===== src/source/tlp_stream_pkg.sv =====
package tlp_stream_pkg;

    // ============================================================
    // Stream geometry
    // ============================================================

    // Width of one beat of the TLP stream in bits
    localparam int data_width = 256;

    // One keep bit per byte lane
    localparam int keep_width = data_width / 8;

    // ============================================================
    // Beat types
    // ============================================================

    // One beat of TLP bytes, byte 0 sits in bits [7:0]
    typedef logic [data_width-1:0] tdata_t;

    // Byte-lane keep mask; set lanes always run contiguously from lane 0
    typedef logic [keep_width-1:0] tkeep_t;

    // Source tag carried with every beat
    // Value 0 is the request engine and value 1 is the completion engine
    typedef logic [0:0] src_id_t;

    // A full stream beat as it travels on the payload inputs,
    // between the merge block and the skid buffer, and on the output
    typedef struct packed {
        tdata_t  tdata;
        tkeep_t  tkeep;
        logic    last;
        src_id_t src;
    } stream_beat_t;

endpackage


===== src/source/tlp_hdr_pkg.sv =====
package tlp_hdr_pkg;

    import tlp_stream_pkg::*;

    // ============================================================
    // Header geometry
    // ============================================================

    // All headers handled here are the 4DW form
    localparam int hdr_width = 128;
    localparam int hdr_bytes = hdr_width / 8;

    // Room left in a beat once a header sits in its low lanes
    localparam int tail_width = data_width - hdr_width;
    localparam int tail_bytes = keep_width - hdr_bytes;

    // ============================================================
    // Header fields
    // ============================================================

    // Fmt and type packed together as in the first header byte
    typedef enum logic [7:0] {
        mem_rd = 8'h20,
        mem_wr = 8'h60,
        cpl    = 8'h0a,
        cpl_d  = 8'h4a
    } fmt_type_e;

    typedef logic [9:0]  length_dw_t;
    typedef logic [15:0] requester_id_t;
    typedef logic [7:0]  tag_t;

    // The fields used by this block, the rest is carried untouched
    typedef struct packed {
        fmt_type_e     fmt_type;
        length_dw_t    length_dw;
        requester_id_t requester_id;
        tag_t          tag;
        logic [85:0]   rsvd;
    } tlp_hdr_t;

    // A header as it leaves the arbiter, tagged with its source
    typedef struct packed {
        tlp_hdr_t hdr;
        src_id_t  src;
    } hdr_beat_t;

    // Writes and completions with data carry a payload, the rest do not
    function automatic logic fmt_has_data(fmt_type_e fmt);
        return (fmt == mem_wr) || (fmt == cpl_d);
    endfunction

endpackage


===== src/source/axis_skid_buffer.sv =====
module axis_skid_buffer
    import tlp_stream_pkg::*;
(
    input  logic         clk,
    input  logic         rst_n,

    input  logic         in_valid,
    output logic         in_ready,
    input  stream_beat_t in_beat,

    output logic         out_valid,
    input  logic         out_ready,
    output stream_beat_t out_beat
);

    // Main register feeds the output, spare catches a beat during a stall
    logic         main_valid;
    stream_beat_t main_beat;
    logic         spare_valid;
    stream_beat_t spare_beat;

    logic in_fire;
    logic main_free;
    logic spare_load;
    logic spare_drain;

    assign in_fire = in_valid && in_ready;

    // Main can take a new beat when empty or when it drains this cycle
    assign main_free = !main_valid || out_ready;

    // A beat is parked only when main is stuck
    assign spare_load  = in_fire && !main_free;
    assign spare_drain = spare_valid && main_free;

    always_ff @(posedge clk)
    begin
        if (!rst_n)
        begin
            main_valid  <= 1'b0;
            spare_valid <= 1'b0;
            in_ready    <= 1'b0;
        end
        else
        begin
            // The spare always has priority so beats leave in order
            if (main_free)
            begin
                main_valid <= spare_valid || in_fire;
            end
            spare_valid <= spare_load || (spare_valid && !spare_drain);
            // Keep accepting while the spare will be empty next cycle
            in_ready    <= !(spare_load || (spare_valid && !spare_drain));
        end
    end

    always_ff @(posedge clk)
    begin
        if (main_free)
        begin
            main_beat <= spare_valid ? spare_beat : in_beat;
        end
        if (spare_load)
        begin
            spare_beat <= in_beat;
        end
    end

    assign out_valid = main_valid;
    assign out_beat  = main_beat;

endmodule


===== src/source/tlp_hdr_merge.sv =====
module tlp_hdr_merge
    import tlp_stream_pkg::*;
    import tlp_hdr_pkg::*;
(
    input  logic         clk,
    input  logic         rst_n,

    // Headers, one per TLP
    input  logic         hdr_valid,
    output logic         hdr_ready,
    input  hdr_beat_t    hdr,

    // Raw payload packed from lane 0
    input  logic         data_valid,
    output logic         data_ready,
    input  stream_beat_t data,

    // TLP stream with the header inline at byte 0
    output logic         out_valid,
    input  logic         out_ready,
    output stream_beat_t out
);

    // ============================================================
    // Packet tracking
    // ============================================================

    // Set while the next payload beat opens a new TLP
    logic is_sop;

    // Upper half of the previous payload beat still owed to the output
    logic                  carry_valid;
    logic [hdr_width-1:0]  carry_data;
    logic [hdr_bytes-1:0]  carry_keep;

    // Source of the TLP in flight, needed for the flush beat
    src_id_t cur_src;

    logic single_beat;
    logic out_fire;

    always_ff @(posedge clk)
    begin
        if (!rst_n)
        begin
            is_sop <= 1'b1;
        end
        else if (data_valid && data_ready)
        begin
            is_sop <= data.last;
        end
    end

    // The TLP fits in one beat when it has no data or the payload
    // does not spill past the space left after the header
    assign single_beat = !fmt_has_data(hdr.hdr.fmt_type) || !data.tkeep[tail_bytes];

    assign out_fire = out_valid && out_ready;

    always_ff @(posedge clk)
    begin
        if (!rst_n)
        begin
            carry_valid <= 1'b0;
        end
        else if (out_fire)
        begin
            if (data_ready)
            begin
                // Bytes spill over whenever the upper half of the beat is used
                carry_valid <= is_sop ? !single_beat : data.tkeep[tail_bytes];
            end
            else
            begin
                // A beat went out with no input, so that was the flush
                carry_valid <= 1'b0;
            end
        end
    end

    // The carry always shifts by exactly one header
    always_ff @(posedge clk)
    begin
        if (out_fire)
        begin
            carry_data <= data.tdata[tail_width +: hdr_width];
            carry_keep <= data.tkeep[tail_bytes +: hdr_bytes];
        end
        if (hdr_valid && hdr_ready)
        begin
            cur_src <= hdr.src;
        end
    end

    // ============================================================
    // Handshakes
    // ============================================================

    // Header and first payload beat go together, after any flush
    assign hdr_ready = hdr_valid && data_valid && out_ready && is_sop && !carry_valid;

    assign data_ready = data_valid && out_ready &&
                        (!is_sop || (hdr_valid && !carry_valid));

    // Output either carries new payload or flushes the final carry
    assign out_valid = data_ready || (is_sop && carry_valid);

    // ============================================================
    // Output beat
    // ============================================================

    always_comb
    begin
        if (hdr_ready)
        begin
            // Start of TLP: header in the low lanes, payload above it
            out.tdata = {data.tdata[0 +: tail_width], hdr.hdr};
            out.tkeep = {data.tkeep[0 +: tail_bytes], {hdr_bytes{1'b1}}};
            out.last  = single_beat;
            out.src   = hdr.src;
        end
        else
        begin
            out.tdata = {data.tdata[0 +: tail_width], carry_data};
            out.tkeep = {data.tkeep[0 +: tail_bytes], carry_keep};
            if (is_sop)
            begin
                // Flush beat, the input belongs to the next TLP
                out.tdata[hdr_width +: tail_width] = '0;
                out.tkeep[hdr_bytes +: tail_bytes] = '0;
            end
            // The beat ends the TLP if nothing spills into another carry
            out.last  = is_sop || !data.tkeep[tail_bytes];
            out.src   = cur_src;
        end
    end

endmodule


===== src/source/tlp_source_arbiter.sv =====
module tlp_source_arbiter
    import tlp_stream_pkg::*;
    import tlp_hdr_pkg::*;
(
    input  logic         clk,
    input  logic         rst_n,

    // Request engine
    input  logic         req_hdr_valid,
    output logic         req_hdr_ready,
    input  tlp_hdr_t     req_hdr,
    input  logic         req_data_valid,
    output logic         req_data_ready,
    input  stream_beat_t req_data,

    // Completion engine
    input  logic         cpl_hdr_valid,
    output logic         cpl_hdr_ready,
    input  tlp_hdr_t     cpl_hdr,
    input  logic         cpl_data_valid,
    output logic         cpl_data_ready,
    input  stream_beat_t cpl_data,

    // Shared path towards the merge block
    output logic         hdr_valid,
    input  logic         hdr_ready,
    output hdr_beat_t    hdr,
    output logic         data_valid,
    input  logic         data_ready,
    output stream_beat_t data
);

    typedef enum logic {
        arb_idle,
        arb_locked
    } arb_state_e;

    arb_state_e state;
    src_id_t    grant;
    src_id_t    last_served;
    src_id_t    pick;
    src_id_t    sel;

    logic hdr_fire;
    logic eop_fire;

    // With both headers waiting the source not served last wins
    assign pick = (req_hdr_valid && cpl_hdr_valid) ? ~last_served : src_id_t'(cpl_hdr_valid);

    // While locked the stored grant steers the payload
    assign sel = (state == arb_locked) ? grant : pick;

    // Headers only pass while idle, a locked TLP has already sent its own
    assign hdr_valid = (state == arb_idle) && (sel[0] ? cpl_hdr_valid : req_hdr_valid);
    assign hdr.hdr   = sel[0] ? cpl_hdr : req_hdr;
    assign hdr.src   = sel;

    assign req_hdr_ready = (state == arb_idle) && hdr_ready && (sel == 1'b0);
    assign cpl_hdr_ready = (state == arb_idle) && hdr_ready && (sel == 1'b1);

    // Payload is stamped with the granted source
    assign data_valid     = sel[0] ? cpl_data_valid : req_data_valid;
    assign data.tdata     = sel[0] ? cpl_data.tdata : req_data.tdata;
    assign data.tkeep     = sel[0] ? cpl_data.tkeep : req_data.tkeep;
    assign data.last      = sel[0] ? cpl_data.last : req_data.last;
    assign data.src       = sel;
    assign req_data_ready = data_ready && (sel == 1'b0);
    assign cpl_data_ready = data_ready && (sel == 1'b1);

    assign hdr_fire = hdr_valid && hdr_ready;
    assign eop_fire = data_valid && data_ready && data.last;

    always_ff @(posedge clk)
    begin
        if (!rst_n)
        begin
            state       <= arb_idle;
            grant       <= '0;
            last_served <= '1;
        end
        else
        begin
            case (state)
                arb_idle:
                begin
                    if (hdr_fire)
                    begin
                        grant       <= pick;
                        last_served <= pick;
                        // A single-beat TLP finishes in the cycle it starts
                        if (!eop_fire)
                        begin
                            state <= arb_locked;
                        end
                    end
                end
                arb_locked:
                begin
                    if (eop_fire)
                    begin
                        state <= arb_idle;
                    end
                end
                default: state <= arb_idle;
            endcase
        end
    end

endmodule


===== src/source/tlp_tx_top.sv =====
module tlp_tx_top
    import tlp_stream_pkg::*;
    import tlp_hdr_pkg::*;
(
    input  logic         clk,
    input  logic         rst_n,

    // Request engine
    input  logic         req_hdr_valid,
    output logic         req_hdr_ready,
    input  tlp_hdr_t     req_hdr,
    input  logic         req_data_valid,
    output logic         req_data_ready,
    input  stream_beat_t req_data,

    // Completion engine
    input  logic         cpl_hdr_valid,
    output logic         cpl_hdr_ready,
    input  tlp_hdr_t     cpl_hdr,
    input  logic         cpl_data_valid,
    output logic         cpl_data_ready,
    input  stream_beat_t cpl_data,

    // Registered TLP output
    output logic         tlp_valid,
    input  logic         tlp_ready,
    output stream_beat_t tlp
);

    // Arbiter to merge
    logic         hdr_valid;
    logic         hdr_ready;
    hdr_beat_t    hdr;
    logic         data_valid;
    logic         data_ready;
    stream_beat_t data;

    // Merge to output buffer
    logic         mrg_valid;
    logic         mrg_ready;
    stream_beat_t mrg_beat;

    tlp_source_arbiter u_arbiter (
        .clk            (clk),
        .rst_n          (rst_n),
        .req_hdr_valid  (req_hdr_valid),
        .req_hdr_ready  (req_hdr_ready),
        .req_hdr        (req_hdr),
        .req_data_valid (req_data_valid),
        .req_data_ready (req_data_ready),
        .req_data       (req_data),
        .cpl_hdr_valid  (cpl_hdr_valid),
        .cpl_hdr_ready  (cpl_hdr_ready),
        .cpl_hdr        (cpl_hdr),
        .cpl_data_valid (cpl_data_valid),
        .cpl_data_ready (cpl_data_ready),
        .cpl_data       (cpl_data),
        .hdr_valid      (hdr_valid),
        .hdr_ready      (hdr_ready),
        .hdr            (hdr),
        .data_valid     (data_valid),
        .data_ready     (data_ready),
        .data           (data)
    );

    tlp_hdr_merge u_merge (
        .clk        (clk),
        .rst_n      (rst_n),
        .hdr_valid  (hdr_valid),
        .hdr_ready  (hdr_ready),
        .hdr        (hdr),
        .data_valid (data_valid),
        .data_ready (data_ready),
        .data       (data),
        .out_valid  (mrg_valid),
        .out_ready  (mrg_ready),
        .out        (mrg_beat)
    );

    // Registers the output and cuts the ready path back into the merge
    axis_skid_buffer u_out_skid (
        .clk       (clk),
        .rst_n     (rst_n),
        .in_valid  (mrg_valid),
        .in_ready  (mrg_ready),
        .in_beat   (mrg_beat),
        .out_valid (tlp_valid),
        .out_ready (tlp_ready),
        .out_beat  (tlp)
    );

endmodule


===== config.mk =====
export PLATFORM = sky130hd
export DESIGN_NAME = tlp_tx_top
export DESIGN_NICKNAME = d
export VERILOG_FILES = /design/src/source/tlp_stream_pkg.sv /design/src/source/tlp_hdr_pkg.sv /design/src/source/axis_skid_buffer.sv /design/src/source/tlp_hdr_merge.sv /design/src/source/tlp_source_arbiter.sv /design/src/source/tlp_tx_top.sv
export SDC_FILE = /design/constraint.sdc
export NUM_CORES = 1
export LEC_CHECK = 0
export ABC_AREA = 1
export CAP_MARGIN = 20
export CELL_PAD_IN_SITES_DETAIL_PLACEMENT = 1
export CELL_PAD_IN_SITES_GLOBAL_PLACEMENT = 1
export CORE_AREA = 5 5 438 440
export DETAILED_ROUTE_END_ITERATION = 8
export DIE_AREA = 0 0 443 445
export DONT_BUFFER_PORTS = 1
export PLACE_DENSITY = 0.49
export SYNTH_ARGS = -nofsm -noshare
export SYNTH_HDL_FRONTEND = slang
export SYNTH_HIERARCHICAL = 1
export SYNTH_SLANG_ARGS = --single-unit

===== constraint.sdc =====
create_clock -name clk -period 40.2 [get_ports clk]
set_clock_uncertainty 0.05 [all_clocks]
set_input_delay 0 -clock clk [delete_from_list [all_inputs] [get_ports clk]]
set_output_delay 0 -clock clk [all_outputs]
set_load 0.03 [all_outputs]

==> run_results.csv, run 1 <==
group,metric,value,unit
placement,dp_hpwl,116000,um
floorplanning,fp.coreArea,187000,um2
sta,worst_slew_pin_slew,1220,ps
sta,period_needed,5260,ps
sta,fmax,190,MHz
clock_network,clk_pin_slew,60,ps
power,power_frac_comb,0.149,
grt,gr-total-overflow,0,
power,fin_total_pwr,2.22,mW
setup_path,endpoint_kind,"register",
placement,place_area,36300,um2
placement,post-place-ws,34920,ps
sta,timing.final.ws_setup,34940,ps
setup_path,regToRegEndpoint,"u_out_skid/out_beat[77]",
clock_network,cts_tree,"built",
setup_path,cp-endpoint,"u_out_skid/out_beat[77]",
worst_hold_path,hold_path_class,"input port to register",
final_layout,fin_nets,5724,
floorplanning,start_util,0.182,
sta,report.final.slew_viol_count,0,
final_layout,nFillCells,21600,
final_layout,seqCellArea,21900,um2
power,ir_drop,0.0319,mV
clock_network,ctsHtreeMaxLevel,3,
floorplanning,rows,159,
grt,antenna_found_initial,28,
placement,place_inst,6155,
logic_synthesis,syn_avg_cell_area,8.88,um2
setup_path,worstPathRequired,40710,ps
sta,hold_viol,0,
power,power.leakage,22.0,nW
floorplanning,die-area,197000,um2
logic_synthesis,synth_area,34000,um2
sta,setup_tns,0,ps
setup_path,cp-start-kind,"register",
sta,setup_violations,0,
power,switching_share,0.297,
drt,drt_pass1_iterations,6,
setup_path,reg2reg_setup_slack,34940,ps
job,max_cap_violations,0,
power,pwr-share-clk,0.395,
logic_synthesis,syn-num-nets,4671,
run_status,status,"complete, no violations",
power,netSwitchingPower,0.661,mW
clock_network,cts_buffers,98,
final_layout,fin_cells,7470,
sta,timing.hold.ws,95.1,ps
final_layout,design_area,50800,um2
power,p_int,1.56,mW
grt,grt_max_degree,151,
power,p_seq_frac,0.456,
drt,via_count,30200,
clock_network,clk_path_buf_depth,3,
setup_path,critPathMaxFanout,85,
drt,wirelength,170000,um
placement,port_buffers,0,
drt,avgRoutedWirePerCell,22.7,um
clock_network,cts-root-buf,"clkbuf_16",
final_layout,area_growth,49.4,%
sta,post-route-period-util,0.131,
clock_network,worst_skew_pair.late_latency,710,ps
sta,relSlewSlack,0.186,
grt,grt_pass1_wl,238000,um
sta,rsz0062_at_grt,"no",
floorplanning,die_x,443,um
logic_synthesis,synth_cells,3828,
grt,grt.total_usage,0.165,
drt,viasPerCell,4.04,
power,powerDensity,43.8,nW/um2
setup_path,critPathKind,"register to register",
setup_path,crit_start,"u_arbiter/state",
setup_path,r2r_cells,13,
floorplanning,die_h,445,um
floorplanning,io-pin-count,1138,
drt,drc,0,
final_layout,utilization,0.271,
clock_network,post_cts_buffers,0,
clock_network,postCtsHoldBufs,1121,
drt,postRouteAntennaNets,0,
setup_path,cp_data_arrival_time,5780,ps
grt,grt_pass1_vias,33000,
clock_network,cts_sinks,733,
final_layout,multi_input_area,10300,um2
placement,place.gp.congestion,0.940,
drt,drtIter0Drc,1929,
logic_synthesis,yosysWarnings,6,
final_layout,layout-drive-gt1-share,0.0419,
setup_path,r2r_start,"u_arbiter/state",
clock_network,cts.repair.resized,0,
==> worst min path at each step <==
stage,startpoint,to,slack (ps),depth (start not counted)
global placement,rst_n,u_merge/is_sop,40,1
finish,cpl_data[24],u_merge/carry_keep[6],100,3
global route,cpl_data[24],u_merge/carry_keep[6],20,3
floorplan,rst_n,u_merge/is_sop,30,1
CTS,req_hdr[20],u_out_skid/spare_beat[54],0.6,5
detailed placement,rst_n,u_merge/is_sop,40,1
==> power by group through the flow <==
stage | clock (mW) | sequential, mW | combinational [mW]
CTS | 0.916 | 1.02 | 0.331
global route | 0.944 | 1.02 | 0.365
floorplan | 0 | 1.00 | 0.128
detailed placement | 0 | 1.03 | 0.208
finish | 0.879 | 1.01 | 0.331
global placement | 0 | 1.03 | 0.205
==> final cells by class <==
type	count	share of cell area
Inverter	174	0.0137
Antenna cell	16	0.000789
Multi-Input combinational cell	2719	0.203
Sequential cell	733	0.432
Tap cell	2495	0.0615
Timing Repair Buffer	1155	0.226
Clock inverter	65	0.0122
Clock buffer	113	0.0502
==> layer usage <==
metal / share of wire / wire length (um) / global-route usage / vias up
li1: - / - / - / 14100
met2: 0.49 / 83600 / 0.284 / 952
met5: 0.00024 / 41 / 0 / -
met3: 0.070 / 11900 / 0.0464 / 274
met1: 0.40 / 67800 / 0.196 / 14800
met4: 0.038 / 6480 / 0.0610 / 6
==> registers in the layout, indices dropped and copies added, names as in the netlist, 16 cells and up <==
signal / cells
u_out_skid/out_beat: 290
u_out_skid/spare_beat: 290
u_merge/carry_data: 128
u_merge/carry_keep: 16
==> cells in the final DEF, fill, tap and decap left out, types with 6 or more instances in the layout <==
| master | instances |
|---|---|
| buf_4 | 32 |
| bufinv_16 | 9 |
| clkbuf_1 | 13 |
| clkbuf_16 | 100 |
| clkinv_1 | 21 |
| clkinv_2 | 12 |
| clkinv_4 | 6 |
| clkinvlp_4 | 9 |
| dfxtp_1 | 7 |
| diode_2 | 16 |
| dlygate4sd3_1 | 1121 |
| edfxtp_1 | 725 |
| inv_1 | 165 |
| inv_6 | 7 |
| nand2_1 | 2521 |
| nand3_1 | 9 |
| nor2_1 | 155 |
| o21ai_0 | 7 |
| or2_2 | 16 |
==> critical path: stages (launching register included) <==
cell and delay, ps:
dfxtp_1 380, nand2_1 210, nand2_8 520, inv_8 380
a21oi_1 330, nand4_1 440, buf_4 330, inv_6 540
buf_4 670, nand2_1 90, dlygate4sd3_1 580, nand2_1 70
nand2_1 60, nand2_1 140
Note: power is estimated with default switching activity, not from simulation.
==> inputs of run 2 (changes only) <==
--- a/config.mk
+++ b/config.mk
@@ -9,11 +9,11 @@
 export CAP_MARGIN = 20
 export CELL_PAD_IN_SITES_DETAIL_PLACEMENT = 1
 export CELL_PAD_IN_SITES_GLOBAL_PLACEMENT = 1
-export CORE_AREA = 5 5 438 440
+export CORE_AREA = 5 5 437 439
 export DETAILED_ROUTE_END_ITERATION = 8
-export DIE_AREA = 0 0 443 445
+export DIE_AREA = 0 0 442 444
 export DONT_BUFFER_PORTS = 1
-export PLACE_DENSITY = 0.49
+export PLACE_DENSITY = 0.5
 export SYNTH_ARGS = -nofsm -noshare
 export SYNTH_HDL_FRONTEND = slang
 export SYNTH_HIERARCHICAL = 1
==> constraint.sdc (replaced) <==
create_clock -name clk -period 4.75 [get_ports clk]
set_clock_uncertainty 0.05 [all_clocks]
set_input_delay 0 -clock clk [delete_from_list [all_inputs] [get_ports clk]]
set_output_delay 0 -clock clk [all_outputs]
set_load 0.03 [all_outputs]
==> run_results.csv, run 2 (synthesized netlist as in run 1, its figures left out) <==
group,metric,value,unit
run_status,status,"complete, no violations",
final_layout,layout_common_cells,"nand2_1 (2521), dlygate4sd3_1 (1101), edfxtp_1 (725), inv_1 (164), nor2_1 (154)",
power,p_seq_frac,0.465,
setup_path,critPathMaxFanout,116,
setup_path,r2r_start,"u_arbiter/state",
sta,timing.hold.ws,69.7,ps
final_layout,layout-drive-gt1-share,0.0419,
grt,grt_pass1_wl,239000,um
power,switching_share,0.300,
setup_path,reg2reg_setup_slack,300,ps
floorplanning,die-area,196000,um2
power,powerDensity,365,nW/um2
sta,post-route-period-util,0.937,
drt,drt_pass1_iterations,5,
drt,drtIter0Drc,1702,
clock_network,cts_buffers,96,
clock_network,worst_skew_pair.late_latency,710,ps
worst_hold_path,min_to,"u_out_skid/spare_beat[1]",
power,power.leakage,22.0,nW
worst_hold_path,worstHoldPathCells,7,
setup_path,critPathKind,"register to register",
job,max_cap_violations,0,
grt,grt.total_usage,0.168,
sta,period_needed,4450,ps
drt,via_count,30100,
final_layout,fin_nets,5708,
grt,grt_max_degree,180,
clock_network,clk_pin_slew,50,ps
drt,wirelength,172000,um
power,power_frac_comb,0.153,
placement,place_inst,6161,
sta,rsz0062_at_grt,"no",
grt,grt_pass1_vias,33000,
setup_path,worstPathRequired,5070,ps
setup_path,regToRegEndpoint,"u_out_skid/out_beat[125]",
setup_path,cp-start-kind,"register",
sta,worst_slew_pin_slew,1270,ps
final_layout,fin_cells,7459,
power,ir_drop,0.282,mV
placement,port_buffers,0,
final_layout,nFillCells,21700,
clock_network,ctsHtreeMaxLevel,3,
power,p_int,12.9,mW
final_layout,area_growth,49.1,%
floorplanning,start_util,0.182,
grt,gr-total-overflow,0,
setup_path,endpoint_kind,"register",
drt,drc,0,
worst_hold_path,hold_path_class,"input port to register",
sta,setup_violations,0,
floorplanning,io-pin-count,1138,
setup_path,r2r_cells,13,
placement,dp_hpwl,117000,um
floorplanning,fp.coreArea,187000,um2
floorplanning,die_h,444,um
power,fin_total_pwr,18.5,mW
sta,hold_viol,0,
clock_network,cts_tree,"built",
setup_path,cp_data_arrival_time,4770,ps
placement,place.gp.congestion,0.972,
sta,relSlewSlack,0.154,
sta,fmax,225,MHz
grt,antenna_found_initial,27,
drt,viasPerCell,4.03,
worst_hold_path,min_from,"cpl_hdr[126]",
power,pwr-share-clk,0.383,
floorplanning,rows,159,
power,netSwitchingPower,5.56,mW
clock_network,cts_sinks,733,
sta,report.final.slew_viol_count,0,
clock_network,clk_path_buf_depth,3,
clock_network,cts-root-buf,"clkbuf_16",
drt,postRouteAntennaNets,0,
drt,avgRoutedWirePerCell,23.1,um
sta,setup_tns,0,ps
floorplanning,die_x,442,um
final_layout,layout_commonest_cell,"nand2_1",
==> run 2: changes by cell type in the layout (fill, tap and decap cells not counted), moves of 3 or more <==
cell | before | now
diode_2 | 16 | 20
clkinv_4 | 6 | 1
inv_8 | 5 | 1
clkinv_8 | 1 | 4
buf_4 | 32 | 24
dlygate4sd3_1 | 1121 | 1101
clkinv_1 | 21 | 29
buf_12 | 2 | 15
bufinv_16 | 9 | 5
clkinv_2 | 12 | 17
==> run 2: how the worst max path moves through the flow <==
stage | from | to | slack [ps] | cells past startpoint
after detailed placement | u_out_skid/out_valid | u_out_skid/out_beat[273] | 860 | 6
after floorplan | u_out_skid/out_valid | u_out_skid/spare_beat[0] | -14240 | 4
after global placement | u_out_skid/out_valid | u_out_skid/out_beat[276] | 860 | 6
after global routing | u_arbiter/state | u_out_skid/out_beat[125] | 40 | 13
final | u_arbiter/state | u_out_skid/out_beat[125] | 300 | 13
after CTS | u_arbiter/state | u_out_skid/out_beat[125] | 350 | 13
==> run 2: through the flow <==
stage	setup WS [ps]	area, um2	util
finish	298	50600	0.271
CTS	348	50600	0.271
floorplan	-14240	34000	-
global route	42.2	50600	0.271
global placement	857	36600	0.196
detailed placement	855	36600	0.196
==> run 2: worst max-delay path, cell delays in order (launching register included) <==
cell and delay [ps]:
dfxtp_1 360, nand2_1 190, nand2_8 280, clkinv_8 280, buf_16 370, nand2_1 160, dlygate4sd3_1 570, nand2_1 70
dlygate4sd3_1 580, nand2_1 70, dlygate4sd3_1 550, nand2_1 60, nand2_1 60, nand2_1 210
==> run 2: cell type report <==
| cell class | instances | area (um2) | area share |
|---|---|---|---|
| Tap cell | 2495 | 3120 | 0.0616 |
| Sequential cell | 733 | 21900 | 0.433 |
| Timing Repair Buffer | 1141 | 11500 | 0.228 |
| Inverter | 174 | 691 | 0.0136 |
| Clock buffer | 112 | 2500 | 0.0495 |
| Clock inverter | 65 | 493 | 0.00973 |
| Multi-Input combinational cell | 2719 | 10300 | 0.204 |
| Antenna cell | 20 | 50.0 | 0.000988 |
==> run 2: repair_timing <==
| action | 4_1_cts | 5_1_grt |
|---|---|---|
| setup endpoints to repair | 0 | 1 |
| hold buffers | 1101 | 0 |
| buffers inserted | 0 | 0 |
| resized for setup | 0 | 2 |
| endpoints found under the hold margin | 864 | 0 |
==> run 2: per-layer routing <==
metal,global-route usage,vias up,part of all wire
met4,0.0641,8,0.040
met1,0.190,14700,0.39
met5,0,-,0.00027
met2,0.287,956,0.49
met3,0.0605,315,0.080
li1,-,14100,-
==> run 2: power by group through the flow <==
stage | sequential (mW) | combinational, mW | clock [mW]
2_1_floorplan | 8.47 | 1.09 | 0
3_3_place_gp | 8.77 | 1.75 | 0
3_5_place_dp | 8.76 | 1.77 | 0
4_1_cts | 8.64 | 2.80 | 7.43
5_1_grt | 8.65 | 3.09 | 7.66
6_report | 8.60 | 2.82 | 7.08
==> inputs of run 3 (changes only) <==
--- a/config.mk
+++ b/config.mk
@@ -10,6 +10,7 @@
 export CELL_PAD_IN_SITES_DETAIL_PLACEMENT = 1
 export CELL_PAD_IN_SITES_GLOBAL_PLACEMENT = 1
 export CORE_AREA = 5 5 437 439
+export CTS_BUF_LIST = sky130_fd_sc_hd__clkbuf_16
 export DETAILED_ROUTE_END_ITERATION = 8
 export DIE_AREA = 0 0 442 444
 export DONT_BUFFER_PORTS = 1
==> run_results.csv, run 3 (synthesized netlist as in run 1, its figures left out) <==
group,metric,value,unit
run_status,status,"complete, no violations",
grt,antenna_found_initial,27,
placement,dp_hpwl,117000,um
grt,grt.total_usage,0.168,
power,powerDensity,365,nW/um2
floorplanning,start_util,0.182,
sta,post-route-period-util,0.930,
sta,report.final.slew_viol_count,0,
setup_path,endpoint_kind,"register",
sta,relSlewSlack,0.145,
clock_network,cts_sinks,733,
final_layout,area_growth,49.0,%
setup_path,critPathMaxFanout,116,
sta,setup_violations,0,
grt,grt_max_degree,180,
drt,postRouteAntennaNets,0,
worst_hold_path,hold_path_class,"input port to register",
sta,timing.hold.ws,80.4,ps
setup_path,critPathKind,"register to register",
clock_network,cts_tree,"built",
grt,gr-total-overflow,0,
grt,grt_pass1_vias,33000,
clock_network,post_cts_buffers,0,
drt,wirelength,172000,um
setup_path,worstPathRequired,5070,ps
final_layout,layout_commonest_cell,"nand2_1",
drt,via_count,30000,
setup_path,cp-start-kind,"register",
drt,drt_pass1_iterations,6,
final_layout,fin_nets,5708,
clock_network,cts_buffers,96,
placement,port_buffers,0,
clock_network,cts-root-buf,"clkbuf_16",
drt,drc,0,
clock_network,clk_pin_slew,50,ps
sta,worst_slew_pin_slew,1280,ps
sta,hold_viol,0,
floorplanning,die-area,196000,um2
final_layout,design_area,50600,um2
clock_network,worst_skew_pair.late_latency,720,ps
sta,rsz0062_at_grt,"no",
floorplanning,rows,159,
floorplanning,die_h,444,um
power,power.leakage,22.1,nW
drt,avgRoutedWirePerCell,23.1,um
clock_network,clk_path_buf_depth,3,
drt,drtIter0Drc,1672,
drt,viasPerCell,4.02,
setup_path,cp_data_arrival_time,4740,ps
floorplanning,io-pin-count,1138,
final_layout,layout-drive-gt1-share,0.0419,
power,ir_drop,0.280,mV
final_layout,layout_common_cells,"nand2_1 (2521), dlygate4sd3_1 (1101), edfxtp_1 (725), inv_1 (178), nor2_1 (154)",
job,max_cap_violations,0,
floorplanning,die_x,442,um
clock_network,ctsHtreeMaxLevel,3,
floorplanning,fp.coreArea,187000,um2
placement,place.gp.congestion,0.972,
sta,fmax,226,MHz
grt,grt_pass1_wl,239000,um
placement,place_area,36600,um2
sta,period_needed,4420,ps
[run 3: cell type report]
type | instances | area [um2]
diodes | 19 | 47.5
clock buffers | 98 | 2450
clock inverters | 79 | 546
fillers | 21700 | 136000
inverters | 174 | 691
multi-input cells | 2719 | 10300
flip-flops and latches | 733 | 21900
well taps | 2495 | 3120
repair buffers | 1141 | 11500
[run 3: worst max-delay path: stages, from the launching register on]
cell	delay [ps]
dfxtp_1	360
nand2_1	190
nand2_8	280
clkinv_8	280
buf_16	370
nand2_1	160
dlygate4sd3_1	570
nand2_1	70
dlygate4sd3_1	580
nand2_1	70
dlygate4sd3_1	550
nand2_1	60
nand2_1	60
nand2_1	210
[run 3: final timing paths]
| kind | start | to | slack [ps] | cells past startpoint |
|---|---|---|---|---|
| min | cpl_hdr[126] | u_out_skid/spare_beat[1] | 80 | 7 |
| max reg2reg | u_arbiter/state | u_out_skid/out_beat[125] | 330 | 13 |
| min reg2reg | u_arbiter/last_served | u_arbiter/last_served | 430 | 2 |
| max | u_arbiter/state | u_out_skid/out_beat[125] | 330 | 13 |
[run 3: per-stage QoR]
| stage | instances | TNS, ps | setup slack [ps] | total power, mW | util |
|---|---|---|---|---|---|
| 2_1_floorplan | 3828 | -4310830 | -14240 | 9.56 | - |
| 3_3_place_gp | 6161 | 0 | 857 | 10.5 | 0.196 |
| 3_5_place_dp | 6161 | 0 | 855 | 10.5 | 0.196 |
| 4_1_cts | 7439 | 0 | 348 | 18.8 | 0.271 |
| 5_1_grt | 7454 | 0 | 42.2 | 19.4 | 0.271 |
| 6_report | 7458 | 0 | 330 | 18.5 | 0.271 |
[run 3: what timing repair did]
action / CTS / global route
gates resized for setup: 0 / 2
endpoints found under the setup margin: 0 / 1
hold endpoints to repair: 864 / 0
hold buffers: 1101 / 0
[run 3: per-layer routing]
metal | part of all wire | routed length, um | GRT usage | up-vias
met5 | 0.00027 | 47 | 0 | -
met4 | 0.039 | 6740 | 0.0641 | 8
met3 | 0.079 | 13500 | 0.0605 | 298
met2 | 0.49 | 84300 | 0.287 | 939
met1 | 0.39 | 67300 | 0.190 | 14700
li1 | - | - | - | 14100
[run 3: report_power, final]
part	switching [mW]	internal [mW]
clock	3.04	4.01
combinational	1.54	1.28
sequential	0.970	7.63
